$ cat config.mk
export PLATFORM = sky130hd
export DESIGN_NAME = vmaUnit
export DESIGN_NICKNAME = d
export VERILOG_FILES = /design/src/design/vmaPkg.sv /design/src/design/memCycleDecode.sv /design/src/design/memRequestIssue.sv /design/src/design/vmaRegister.sv /design/src/design/vmaUnit.sv
export VERILOG_INCLUDE_DIRS = /design/src /design/src/include
export SDC_FILE = /design/constraint.sdc
export NUM_CORES = 1
export LEC_CHECK = 0
export ABC_AREA = 0
export BUFFER_PORTS_ARGS = -buffer_cell sky130_fd_sc_hd__buf_2
export CORE_UTILIZATION = 50
export DETAILED_ROUTE_END_ITERATION = 8
export HOLD_SLACK_MARGIN = 0.08
export PLACE_DENSITY = 0.76
export SYNTH_ARGS = -nofsm -noshare
export SYNTH_HDL_FRONTEND = slang
export SYNTH_SLANG_ARGS = --single-unit
$ cat constraint.sdc
create_clock -name clk -period 3.77 [get_ports clk]
set_clock_uncertainty 0.15 [all_clocks]
set_input_delay 0.5655 -clock clk [delete_from_list [all_inputs] [get_ports clk]]
set_output_delay 0.5655 -clock clk [all_outputs]
set_load 0.005 [all_outputs]
$ cat src/include/vma_macros.svh
/*
 * Fixed word widths of the 36-bit VMA stage and the memory port credit depth.
 * MEM_CREDITS must stay within 1..7 so the 3-bit credit counter cannot wrap.
 */
`ifndef VMA_MACROS_SVH
`define VMA_MACROS_SVH

////////////////////////////////////////////////////////////////////////////
// Word widths
////////////////////////////////////////////////////////////////////////////

// Datapath and VMA word
`define VMA_WIDTH 36

// Address field, extended section bit plus word address
`define VMA_ADDR_WIDTH 23

// Word address part below the extended section bit
`define VMA_WORD_ADDR_WIDTH (`VMA_ADDR_WIDTH - 1)

////////////////////////////////////////////////////////////////////////////
// Memory port flow control
////////////////////////////////////////////////////////////////////////////

// Requests the memory side accepts before it must return credits
`define MEM_CREDITS 2
`define CREDIT_WIDTH 3

// Special function select codes of the microword
`define SPEC_SEL_NONE 2'd0
`define SPEC_SEL_CLRCACHE 2'd1
`define SPEC_SEL_PREVIOUS 2'd2

`endif

$ cat src/design/vmaPkg.sv
/*
 * Shared types of the VMA stage. Words are packed MSB first, so the
 * user flag sits in bit 35 as in the machine's bit 0 numbering.
 */
`default_nettype none
`include "vma_macros.svh"

package vmaPkg;

   // Special function field of the microword
   typedef enum logic [1:0]
   {
      specNone     = `SPEC_SEL_NONE,
      specClrCache = `SPEC_SEL_CLRCACHE,
      specPrevious = `SPEC_SEL_PREVIOUS
   } specSelE;

   // Where the memory cycle type comes from
   typedef enum logic [1:0]
   {
      cycMicro,
      cycDrom,
      cycDp
   } cycleTypeE;

   ////////////////////////////////////////////////////////////////////////////
   // Microstep inputs
   ////////////////////////////////////////////////////////////////////////////

   // Control-store memory fields
   typedef struct packed
   {
      logic memCycle;
      logic loadVma;
      logic areaRead;
      logic dpFunc;
      // Wait for memory, named to avoid the keyword
      logic memWait;
      logic bWrite;
      logic extAddr;
      logic forceExec;
      logic fetchCycle;
      logic physical;
      logic forceUser;
      logic readCycle;
      logic wrTestCycle;
      logic writeCycle;
      logic cacheInh;
      specSelE specSel;
   } memFieldsT;

   // Dispatch ROM bits
   typedef struct packed
   {
      logic dromVma;
      logic condFunc;
      logic readCycle;
      logic wrTestCycle;
      logic writeCycle;
   } dromFieldsT;

   // VMA word, also the layout of the datapath word
   typedef struct packed
   {
      logic user;
      logic exec;
      logic fetch;
      logic phys;
      logic prev;
      logic io;
      logic wru;
      logic vect;
      logic ioByte;
      logic read;
      logic wrTest;
      logic write;
      logic cacheInh;
      // Extended section bit, top of the address
      logic extd;
      logic [`VMA_WORD_ADDR_WIDTH-1:0] addr;
   } vmaWordT;

   typedef struct packed
   {
      memFieldsT mem;
      dromFieldsT drom;
      vmaWordT dp;
      logic cpuExec;
      logic prevEn;
      logic flagUser;
      logic flagPcu;
   } microStepT;

   ////////////////////////////////////////////////////////////////////////////
   // Internal and output records
   ////////////////////////////////////////////////////////////////////////////

   typedef struct packed
   {
      logic vmaLoad;
      logic cycleLoad;
      logic cacheSweep;
      logic selPrevious;
      cycleTypeE cycleSrc;
      // Context user bit, ready for the microcode source
      logic user;
      microStepT step;
   } decodedT;

   typedef struct packed
   {
      logic valid;
      vmaWordT vma;
   } memReqT;

endpackage

`default_nettype wire

$ cat src/design/memCycleDecode.sv
/*
 * Decodes one microstep per accepted cycle (clken high, stall low).
 * A step offered during stall is not taken; upstream must hold it.
 */
`default_nettype none

module memCycleDecode
(
   input  logic               clk,
   input  logic               rst,
   input  logic               clken,
   input  logic               stall,
   input  vmaPkg::microStepT  step,
   output vmaPkg::decodedT    decoded,
   output logic               decodedValid
);

   logic accept;
   logic cacheSweep;
   logic selPrevious;
   logic vmaLoad;
   logic cycleLoad;
   logic userBit;
   vmaPkg::cycleTypeE cycleSrc;

   // Only place where back-pressure is seen
   assign accept = clken & ~stall;

   // Cache clear and previous select share one field, so exclusive
   assign cacheSweep  = (step.mem.specSel == vmaPkg::specClrCache);
   assign selPrevious = (step.mem.specSel == vmaPkg::specPrevious);

   // VMA load: load-VMA cycle, area read with dispatch VMA, or sweep
   assign vmaLoad = (step.mem.memCycle & step.mem.loadVma) |
                    (step.mem.memCycle & step.mem.areaRead & step.drom.dromVma) |
                    cacheSweep;

   // Cycle fields load on a waited cycle or a conditional byte write
   assign cycleLoad = (step.mem.memCycle & step.mem.memWait) |
                      (step.mem.memCycle & step.mem.bWrite & step.drom.condFunc);

   // Context rule for the user bit
   assign userBit = (~step.mem.forceExec & step.flagUser & ~step.cpuExec) |
                    (step.mem.fetchCycle & step.flagUser) |
                    (step.prevEn & step.flagPcu) |
                    (selPrevious & step.flagPcu) |
                    step.mem.forceUser;

   // Area read wins over dpFunc, microcode last
   always_comb
   begin
      if (step.mem.areaRead)
         cycleSrc = vmaPkg::cycDrom;
      else if (step.mem.dpFunc)
         cycleSrc = vmaPkg::cycDp;
      else
         cycleSrc = vmaPkg::cycMicro;
   end

   always_ff @(posedge clk or posedge rst)
   begin
      if (rst)
         decodedValid <= 1'b0;
      else
         decodedValid <= accept;
   end

   // Payload, only meaningful with decodedValid
   always_ff @(posedge clk)
   begin
      if (accept)
      begin
         decoded.vmaLoad     <= vmaLoad;
         decoded.cycleLoad   <= cycleLoad;
         decoded.cacheSweep  <= cacheSweep;
         decoded.selPrevious <= selPrevious;
         decoded.cycleSrc    <= cycleSrc;
         decoded.user        <= userBit;
         decoded.step        <= step;
      end
   end

endmodule

`default_nettype wire

$ cat src/design/memRequestIssue.sv
/*
 * Credit-based request port. Valid is a one-cycle pulse per request and
 * spends a credit at that edge. memCredit returns at most one per cycle.
 */
`default_nettype none
`include "vma_macros.svh"

module memRequestIssue
(
   input  logic             clk,
   input  logic             rst,
   input  logic             reqLoad,
   input  vmaPkg::vmaWordT  vmaReg,
   input  logic             memCredit,
   output vmaPkg::memReqT   memReq,
   output logic             stall
);

   logic [`CREDIT_WIDTH-1:0] credits;
   // Pending queue, q0 is the oldest
   vmaPkg::vmaWordT q0;
   vmaPkg::vmaWordT q1;
   logic [1:0] qCount;
   logic haveQ;
   logic send;
   logic pushQ;
   logic popQ;
   logic reqValid;
   vmaPkg::vmaWordT reqWord;

   assign haveQ = (qCount != 2'd0);
   // Oldest first, a fresh reqLoad bypasses an empty queue
   assign send  = (haveQ | reqLoad) & (credits != '0);
   assign popQ  = send & haveQ;
   assign pushQ = reqLoad & ~(send & ~haveQ);

   // No credits stops intake early, covers the two steps in flight
   assign stall = haveQ | (credits == '0);

   assign memReq.valid = reqValid;
   assign memReq.vma   = reqWord;

   always_ff @(posedge clk or posedge rst)
   begin
      if (rst)
      begin
         credits  <= `CREDIT_WIDTH'(`MEM_CREDITS);
         qCount   <= 2'd0;
         reqValid <= 1'b0;
      end
      else
      begin
         reqValid <= send;
         case ({send, memCredit})
            2'b10:   credits <= credits - 1'b1;
            2'b01:   credits <= credits + 1'b1;
            default: credits <= credits;
         endcase
         case ({pushQ, popQ})
            2'b10:   qCount <= qCount + 1'b1;
            2'b01:   qCount <= qCount - 1'b1;
            default: qCount <= qCount;
         endcase
      end
   end

   // Request word and queue entries
   always_ff @(posedge clk)
   begin
      if (send)
         reqWord <= haveQ ? q0 : vmaReg;
      case ({pushQ, popQ})
         2'b10:
         begin
            if (qCount == 2'd0)
               q0 <= vmaReg;
            else
               q1 <= vmaReg;
         end
         2'b01:
            q0 <= q1;
         2'b11:
         begin
            // Shift and append in one cycle
            if (qCount == 2'd1)
               q0 <= vmaReg;
            else
            begin
               q0 <= q1;
               q1 <= vmaReg;
            end
         end
         default:
            q0 <= q0;
      endcase
   end

endmodule

`default_nettype wire

$ cat src/design/vmaRegister.sv
/*
 * VMA register. Address and context flags load on vmaLoad, cycle bits on
 * cycleLoad; the two loads are independent and may come in one step.
 */
`default_nettype none

module vmaRegister
(
   input  logic             clk,
   input  logic             rst,
   input  vmaPkg::decodedT  decoded,
   input  logic             decodedValid,
   output vmaPkg::vmaWordT  vmaReg,
   output logic             reqLoad
);

   logic vmaEn;
   logic cycleEn;

   assign vmaEn   = decodedValid & decoded.vmaLoad;
   assign cycleEn = decodedValid & decoded.cycleLoad;

   always_ff @(posedge clk or posedge rst)
   begin
      if (rst)
      begin
         vmaReg  <= '0;
         reqLoad <= 1'b0;
      end
      else
      begin
         // One pulse per cycle-field load, starts a request
         reqLoad <= cycleEn;

         ////////////////////////////////////////////////////////////////////////
         // Address and context flags
         ////////////////////////////////////////////////////////////////////////

         if (vmaEn)
         begin
            // Extended bit always from microcode, word address from dp
            vmaReg.extd <= decoded.step.mem.extAddr;
            vmaReg.addr <= decoded.step.dp.addr;
            if (decoded.step.mem.dpFunc)
            begin
               // Datapath supplies the whole flag set
               vmaReg.user   <= decoded.step.dp.user;
               vmaReg.exec   <= decoded.step.dp.exec;
               vmaReg.fetch  <= decoded.step.dp.fetch;
               vmaReg.phys   <= decoded.step.dp.phys;
               vmaReg.prev   <= decoded.step.dp.prev;
               vmaReg.io     <= decoded.step.dp.io;
               vmaReg.wru    <= decoded.step.dp.wru;
               vmaReg.vect   <= decoded.step.dp.vect;
               vmaReg.ioByte <= decoded.step.dp.ioByte;
            end
            else
            begin
               // Microcode context; exec only comes from dp
               vmaReg.user   <= decoded.user;
               vmaReg.exec   <= 1'b0;
               vmaReg.fetch  <= decoded.step.mem.fetchCycle;
               vmaReg.phys   <= decoded.step.mem.physical;
               vmaReg.prev   <= decoded.step.prevEn | decoded.selPrevious;
               // Never an I/O cycle from microcode
               vmaReg.io     <= 1'b0;
               vmaReg.wru    <= 1'b0;
               vmaReg.vect   <= 1'b0;
               vmaReg.ioByte <= 1'b0;
            end
         end

         ////////////////////////////////////////////////////////////////////////
         // Memory cycle type
         ////////////////////////////////////////////////////////////////////////

         if (cycleEn)
         begin
            case (decoded.cycleSrc)
               vmaPkg::cycDrom:
               begin
                  // Dispatch ROM has no cache inhibit
                  vmaReg.read     <= decoded.step.drom.readCycle;
                  vmaReg.wrTest   <= decoded.step.drom.wrTestCycle;
                  vmaReg.write    <= decoded.step.drom.writeCycle;
                  vmaReg.cacheInh <= 1'b0;
               end
               vmaPkg::cycDp:
               begin
                  vmaReg.read     <= decoded.step.dp.read;
                  vmaReg.wrTest   <= decoded.step.dp.wrTest;
                  vmaReg.write    <= decoded.step.dp.write;
                  vmaReg.cacheInh <= decoded.step.dp.cacheInh;
               end
               default:
               begin
                  vmaReg.read     <= decoded.step.mem.readCycle;
                  vmaReg.wrTest   <= decoded.step.mem.wrTestCycle;
                  vmaReg.write    <= decoded.step.mem.writeCycle;
                  vmaReg.cacheInh <= decoded.step.mem.cacheInh;
               end
            endcase
         end
      end
   end

endmodule

`default_nettype wire

$ cat src/design/vmaUnit.sv
/*
 * VMA stage top. Three cycles from step acceptance to request valid
 * when a credit is free; stall feeds back to the decode only.
 */
`default_nettype none

module vmaUnit
(
   input  logic               clk,
   input  logic               rst,
   input  logic               clken,
   input  vmaPkg::microStepT  step,
   input  logic               memCredit,
   output vmaPkg::vmaWordT    vmaReg,
   output vmaPkg::memReqT     memReq,
   output logic               stall
);

   vmaPkg::decodedT decoded;
   logic decodedValid;
   logic reqLoad;

   // Input side
   memCycleDecode decodeStage
   (
      .clk          (clk),
      .rst          (rst),
      .clken        (clken),
      .stall        (stall),
      .step         (step),
      .decoded      (decoded),
      .decodedValid (decodedValid)
   );

   // VMA register
   vmaRegister vmaStage
   (
      .clk          (clk),
      .rst          (rst),
      .decoded      (decoded),
      .decodedValid (decodedValid),
      .vmaReg       (vmaReg),
      .reqLoad      (reqLoad)
   );

   // Output side against memory credits
   memRequestIssue issueStage
   (
      .clk       (clk),
      .rst       (rst),
      .reqLoad   (reqLoad),
      .vmaReg    (vmaReg),
      .memCredit (memCredit),
      .memReq    (memReq),
      .stall     (stall)
   );

endmodule

`default_nettype wire

Word level (Yosys, flattened, before mapping)
Cells that the tools add are included.

cells by class
  add/sub/neg operators = 4
  multipliers = 0
  divide/modulo/power cells = 0
  magnitude comparators = 0
  equality and inequality tests = 13
  shift operators = 0
  mux-type cells = 12
  bitwise logic cells = 33
  reduce and logical (&&, ||, !) cells = 10

operators with widths
  operator                                                                 count
  36-bit 2-to-1 mux                                                        5
  36-bit case mux with 3 select lines                                      1
  36-bit case mux with 2 select lines                                      1
  1-bit bitwise AND                                                        18
  2-bit by 1-bit == test with 1-bit output, second input constant          5
  2-bit == test, second input constant                                     5
  1-bit bitwise OR                                                         10
  9-bit 2-to-1 mux                                                         1
  4-bit case mux with 2 select lines                                       1
  2-bit nonzero test                                                       4
  3-bit case mux with 2 select lines                                       1
  3-bit nonzero test                                                       2
  1-bit NOT                                                                5
  2-bit inequality test, second input constant                             2
  2-bit case mux with 2 select lines                                       1
  3-bit by 1-bit adder with 3-bit output, second input constant            1
  3-bit logical NOT                                                        1
  3-bit AND reduction                                                      1
  3-bit by 1-bit subtractor with 3-bit output, second input constant       1
  2-bit by 1-bit adder with 2-bit output, second input constant            1
  2-bit logical NOT                                                        1
  2-bit 2-to-1 mux                                                         1
  2-bit by 1-bit inequality test with 1-bit output, second input constant  1
  2-bit AND reduction                                                      1
  2-bit by 1-bit subtractor with 2-bit output, second input constant       1

word-level totals
  flip-flop bits (word level) = 205
  bits in latches = 0
  memory bits (writable) = 0
  bits in read-only memories = 0
  input bits = 66
  output and inout port bits = 74
  logic and storage cells = 168
  memories kept = 0

Longest topological paths before layout
  depth after elaboration = 9
  depth in mapped cells = 12
  gate-level depth less buffers = 10

Cells and area by module
From an unflattened synthesis, not the netlist that was laid out.

second synthesis, totals
  cell total of the unflattened synthesis = 441
  area total of the unflattened synthesis = 8418.1 sq um

by module, submodules not included
  module           times used  cells an instance  area an instance (sq um)  sequential area each (sq um)
  memRequestIssue  1           240                4544.4                    3394.5
  memCycleDecode   1           82                 2187.1                    2097.0
  vmaRegister      1           119                1686.6                    925.9

Least setup slack after synthesis
No wires, ideal clock.

  path type = register -> register
  start = register issueStage.qCount[0]
  end = register issueStage.q1[0] (netlist bit), enable pin
  library setup time = 0.441 ns
  arrival time = 3.402 ns
  required time = 3.179 ns
  slack = -0.224 ns
  cell stages (with the launch flop) = 10
  path buffers = 2
  clock period less this slack = 3.994 ns
  path through = dfrtp_1 -> inv_1 -> ha_1 -> clkbuf_1 -> clkbuf_1 -> a21oi_1 -> ha_1 -> nand2_1 -> o21ai_0 -> a21oi_1

on the way
  longest elaborated chain between the ends = 9
  elaborated cells between the ends (all ways) = 16
  those cells by class = eq/ne: 5; bitwise: 7; reduce/logical: 4

ends and longest elaborated chain
  element                                                                RTL line               source
  start, declared                                                        memRequestIssue.sv:23  logic [1:0] qCount;
  start signal, assigned                                                 memRequestIssue.sv:60  2'b10: qCount <= qCount + 1'b1;
  start signal, assigned                                                 memRequestIssue.sv:61  2'b01: qCount <= qCount - 1'b1;
  start signal, assigned                                                 memRequestIssue.sv:62  default: qCount <= qCount;
  2-bit nonzero test                                                     memRequestIssue.sv:31  assign haveQ = (qCount != 2'd0);
  1-bit bitwise OR                                                       memRequestIssue.sv:33  assign send = (haveQ | reqLoad) & (credits != '0);
  1-bit bitwise AND                                                      memRequestIssue.sv:33
  1-bit bitwise AND                                                      memRequestIssue.sv:35  assign pushQ = reqLoad & ~(send & ~haveQ);
  1-bit NOT                                                              memRequestIssue.sv:35
  1-bit bitwise AND                                                      memRequestIssue.sv:35
  2-bit == test                                                          memRequestIssue.sv:72  case ({pushQ, popQ})
  2-bit inequality test (no line) or 2-bit nonzero test (tied branches)  --
  3-bit AND reduction (no line) (*)                                      --
  end signal, assigned                                                   memRequestIssue.sv:78  q1 <= vmaReg;
  end signal, assigned                                                   memRequestIssue.sv:90  q1 <= vmaReg;
  end, declared                                                          memRequestIssue.sv:22  vmaPkg::vmaWordT q1;

Every way passes the cells marked *; elsewhere a longest branch is shown, timed or not.
A chain may end at the register's enable or synchronous reset.

Worst setup path in the final report
  start = register issueStage.credits[0]
  end = register issueStage.q0[7] (netlist bit), data pin

on the way
  longest elaborated chain between the ends = 7
  elaborated cells between the ends (all ways) = 10
  those cells by class = eq/ne: 3; mux: 1; bitwise: 5; reduce/logical: 1

ends and longest elaborated chain
  element                                                                    RTL line               source
  start, declared                                                            memRequestIssue.sv:19  logic [`CREDIT_WIDTH-1:0] credits;
  start signal, assigned                                                     memRequestIssue.sv:47  credits <= `CREDIT_WIDTH'(`MEM_CREDITS);
  start signal, assigned                                                     memRequestIssue.sv:55  2'b10: credits <= credits - 1'b1;
  start signal, assigned                                                     memRequestIssue.sv:56  2'b01: credits <= credits + 1'b1;
  3-bit nonzero test (*)                                                     memRequestIssue.sv:33
  1-bit bitwise AND (*)                                                      memRequestIssue.sv:33
  1-bit bitwise AND                                                          memRequestIssue.sv:35
  1-bit NOT                                                                  memRequestIssue.sv:35
  1-bit bitwise AND                                                          memRequestIssue.sv:35
  2-bit == test or 2-bit by 1-bit == test with 1-bit output (tied branches)  memRequestIssue.sv:72
  36-bit case mux with 3 select lines (*)                                    memRequestIssue.sv:72
  end signal, assigned                                                       memRequestIssue.sv:76  q0 <= vmaReg;
  end signal, assigned                                                       memRequestIssue.sv:81  q0 <= q1;
  end signal, assigned                                                       memRequestIssue.sv:86  q0 <= vmaReg;
  end, declared                                                              memRequestIssue.sv:21  vmaPkg::vmaWordT q0;

Marks and branches as above.

==> run_results.csv <==
group,metric,value,unit
run_status,outcome,"completed",
layout,multiInputGateArea,1587,um2
synth,synth.area.top_cells,"sky130_fd_sc_hd__edfxtp_1 63%, sky130_fd_sc_hd__dfrtp_1 14%, sky130_fd_sc_hd__mux2_2 8.8%, sky130_fd_sc_hd__a22o_1 4.1%, sky130_fd_sc_hd__ha_1 1.5%",
synth,synthesis.instances,424,
grt,grt_most_used_layer,"met2",
layout,layout-area-overhead-vs-synth,20.94,%
layout,final.fill_count,1093,
timing,timing.final.crit_share,82.37,%
synth,async_reset_ff_share,21.46,%
min_path,timing.hold.worst.start,"step[28]",
placement,place_inst,734,
placement,finalWeightedCongestion,0.7845,
clock_network,cts_tree,"yes",
synth,yosys.area_share.xor_xnor,0.5712,%
power_and_ir_drop,power.leakage,3.770,nW
power_and_ir_drop,vdd.ir_drop.worst,0.4304,mV
synth,synth_most_common_cell,"sky130_fd_sc_hd__edfxtp_1",
power_and_ir_drop,clkPwrFrac,22.7,%
setup_path,critical_path_arrival,3.19,ns
grt,grt_pass1_vias,4283,
synth,ys.warnings.count,0,
floorplan,floorplan.core_area,14750,um2
drt,drt_pre_antenna_iters,4,
setup_path,crit_start_category,"register",
synth,seq_area_frac_synth,77.44,%
min_path,hp-class,"in2reg",
clock_network,cts_max_path_buffers,3,
synth,syn_area,7666,um2
power_and_ir_drop,total_power,8.582,mW
clock_network,post-cts-setup-buffer-count,0,
placement,post_dp_hpwl,8969,um
drt,detail_route.vias_per_cell,5.230,
setup_path,critical-path-top-delay-family,"compound AO/OA/AOI/OAI gates",
synth,yosysTopAreaCellShare,63.07,%
synth,synth_cell_type_count,32,
clock_network,cts_made_buffers,21,
power_and_ir_drop,power.internal,5.990,mW
floorplan,fp.dieArea,15830,um2
synth,netlist_top_cells_count,"161 x sky130_fd_sc_hd__edfxtp_1, 60 x sky130_fd_sc_hd__mux2_2, 43 x sky130_fd_sc_hd__dfrtp_1",
power_and_ir_drop,p_sw,2.592,mW
synth,largest_family_of_logic_cells_by_synthesized_area,"multiplexers",
setup_path,cp_slowest_cell,"sky130_fd_sc_hd__or3_1",
synth,synth_compound_area_share,6.431,%
setup_path,path_class,"reg2reg",
setup_path,cp.required,3.85,ns
floorplan,row_count,44,
grt,met3_resource_use_gr,4.206,%
timing,setup_viol,0,
drt,route.vias.total,4064,
setup_path,critical_path_buf_inv_count,2,
layout,final_layout_size_suffix_gt1_share,41.32,%
timing,postLayoutSetupSlackWorst,0.6645,ns
grt,use_met1,22.19,%
flow_run,cap_viol_max_count,0,
grt,grt_usage,18.37,%
synth,synth.net_count,500,
synth,post_synth_fa_ha_maj_area_fraction,1.730,%
drt,routed_wl,14180,um
clock_network,root_buffer,"sky130_fd_sc_hd__clkbuf_16",
drt,antenna_violating_nets_post_route,0,
grt,met2_usage,33.27,%
power_and_ir_drop,power.share.combinational,28.9,%
synth,yosys_top_cell_by_area,"sky130_fd_sc_hd__edfxtp_1",
floorplan,io_pins,140,
setup_path,timing.critical_path.fanout_max,20,
synth,synth_enable_flop_cells,161,
clock_network,clk_pin_slew_worst_paths,0.06,ns
floorplan,dieHeight,125.8,um
synth,post_synth_and_or_nand_nor_area_fraction,2.497,%
layout,antenna-diode-count,0,
grt,grt_pass1_wl,22460,um
drt,number_of_drc_markers_in_iteration_0,210,
grt,grt_start_max_net_pins,45,
power_and_ir_drop,power_per_cell_area,925.7,nW/um2
timing,worst_slew_pin_slew,1.042,ns
timing,final_max_slew_viols,0,
floorplan,start_util,51.96,%
clock_network,ctsHtreeMaxLevel,1,
setup_path,critical_path.endpoint_type,"register",
synth,most_used_dff_post_synth,"sky130_fd_sc_hd__edfxtp_1",
grt,antenna_found_initial,0,
drt,detail_route.wl_per_cell,18.25,um
clock_network,insertion_delay,0.49,ns
layout,final_core_util,62.84,%
synth,synthMuxAreaShare,9.205,%
drt,drt_drc_violations_left,0,
layout,final-seq-area,5937,um2
timing,maxSlewHeadroom,30.42,%
timing,tns,0,ns
grt,grt_overflow,0,
setup_path,launching_point_of_the_worst_reg2reg_path,"issueStage.credits[0]",
timing,post-route-min-period,3.106,ns
power_and_ir_drop,switching_share,30.20,%
power_and_ir_drop,relative_contribution_of_sequential_cells_to_total_power,48.4,%
setup_path,worstSetupStartpoint,"issueStage.credits[0]",
timing,final_hold_viol_count,0,
setup_path,max_stage_delay,0.49,ns
synth,synth_seq_cells,205,
placement,io_buffer_count,138,
layout,final_net_count,654,
synth,syn-mean-instance-area,18.08,um2
timing,maxClockFrequency,322.0,MHz
floorplan,die_w,125.8,um
placement,preCtsSetupSlack,0.6899,ns
timing,rsz0062_at_grt,"false",
clock_network,cts_num_sinks,205,
layout,finish.cell_count_without_fillers,777,
setup_path,crit_chain,"or3_1, a21oi_1, inv_1, ha_1, o211a_1, buf_4, a22o_1",
==> routing by layer <==
layer  vias to the layer above  wire, um
met3                        21       802
met5                         -         0
met1                      2003      5825
met2                       120      7359
li1                       1920         -
met4                         0       197
==> power by group through the flow <==
stage / Combinational (mW) / Clock (mW) / Sequential, mW
after floorplan: 1.64 / 0 / 4.11
after global placement: 2.38 / 0 / 4.15
after detailed placement: 2.51 / 0 / 4.20
after CTS: 2.52 / 2.00 / 4.17
after global routing: 2.73 / 2.09 / 4.26
final: 2.48 / 1.95 / 4.15
==> layout by cell type, fill, tap and decap left out, types with 3 or more instances in the layout <==
cell type | synthesis | final
sky130_fd_sc_hd__a21oi_1 | 6 | 5
sky130_fd_sc_hd__a221oi_1 | 3 | 3
sky130_fd_sc_hd__a22o_1 | 36 | 36
sky130_fd_sc_hd__buf_2 | 4 | 138
sky130_fd_sc_hd__buf_4 | 1 | 6
sky130_fd_sc_hd__clkbuf_1 | 8 | 5
sky130_fd_sc_hd__clkbuf_16 | 0 | 21
sky130_fd_sc_hd__clkbuf_8 | 0 | 6
sky130_fd_sc_hd__clkinv_2 | 0 | 4
sky130_fd_sc_hd__dfrtp_1 | 43 | 43
sky130_fd_sc_hd__dlygate4sd3_1 | 0 | 5
sky130_fd_sc_hd__edfxtp_1 | 161 | 161
sky130_fd_sc_hd__ha_1 | 9 | 8
sky130_fd_sc_hd__inv_1 | 14 | 12
sky130_fd_sc_hd__mux2_2 | 60 | 60
sky130_fd_sc_hd__mux2i_1 | 3 | 3
sky130_fd_sc_hd__nand2_1 | 26 | 24
sky130_fd_sc_hd__nor2_1 | 3 | 3
sky130_fd_sc_hd__nor2b_1 | 6 | 6
sky130_fd_sc_hd__o21ai_0 | 15 | 15
sky130_fd_sc_hd__o31ai_1 | 4 | 4
sky130_fd_sc_hd__xnor2_1 | 3 | 3
==> logic make-up (layout without fill, tap and decap cells) <==
| group | count (synthesis) | after routing |
|---|---|---|
| compound gates | 66 | 66 |
| simple gates | 42 | 42 |
| fa+ha+maj | 10 | 10 |
| mux | 63 | 63 |
| buf+inv | 33 | 202 |
| flops | 205 | 205 |
| xor+xnor | 5 | 5 |
==> worst paths after layout <==
check                                           to  slack, ns  cells after the start
setup / recovery                  issueStage.q0[7]       0.66                      7
hold / removal             decodeStage.decoded[28]       0.10                      1
setup reg to reg                  issueStage.q0[7]       0.66                      7
hold reg to reg                vmaStage.vmaReg[22]       0.33                      1
max in group asynchronous      vmaStage.vmaReg[29]       2.64                      2
min in group asynchronous      vmaStage.vmaReg[11]       0.18                      2
==> through the flow <==
| stage | hold WS (ns) | cell area, um2 |
|---|---|---|
| after CTS | 0.08193 | 9221 |
| after global routing | 0.08021 | 9271 |
| final | 0.1021 | 9271 |
| after global placement | 0.3105 | 8562 |
| after floorplan | 0.3030 | 7670 |
| after detailed placement | 0.3178 | 8562 |
==> final cells by class <==
class	instances	area share [%]
inverter	14	0.5668
multi-input combinational	186	17.11
clock inverter	6	0.3509
clock buffer	32	6.761
sequential	205	64.04
timing repair buffer	150	8.691
tap	184	2.483
==> registers in the layout, summed over array words and instances (netlist names) <==
signal and cells:
vmaStage.reqLoad 1, issueStage.q0 36, issueStage.memReq 36, issueStage.q1 36, issueStage.reqValid 1, decodeStage.decoded 53, issueStage.qCount 2, issueStage.credits 3
decodeStage.decodedValid 1, vmaStage.vmaReg 36
==> timing repair <==
item,in CTS,in global routing
hold endpoints to repair,0,5
gates resized for setup,0,0
hold buffers,0,5
setup endpoints to repair,0,0
==> worst reg2reg max path, delay by kind of cell, from the launching register on <==
family | cells | cell delay, ns
flops | 1 | 0.43
buf+inv | 2 | 0.44
compound gates | 3 | 1.12
simple gates | 1 | 0.49
fa+ha+maj | 1 | 0.24
(Power assumes the default switching activity.)
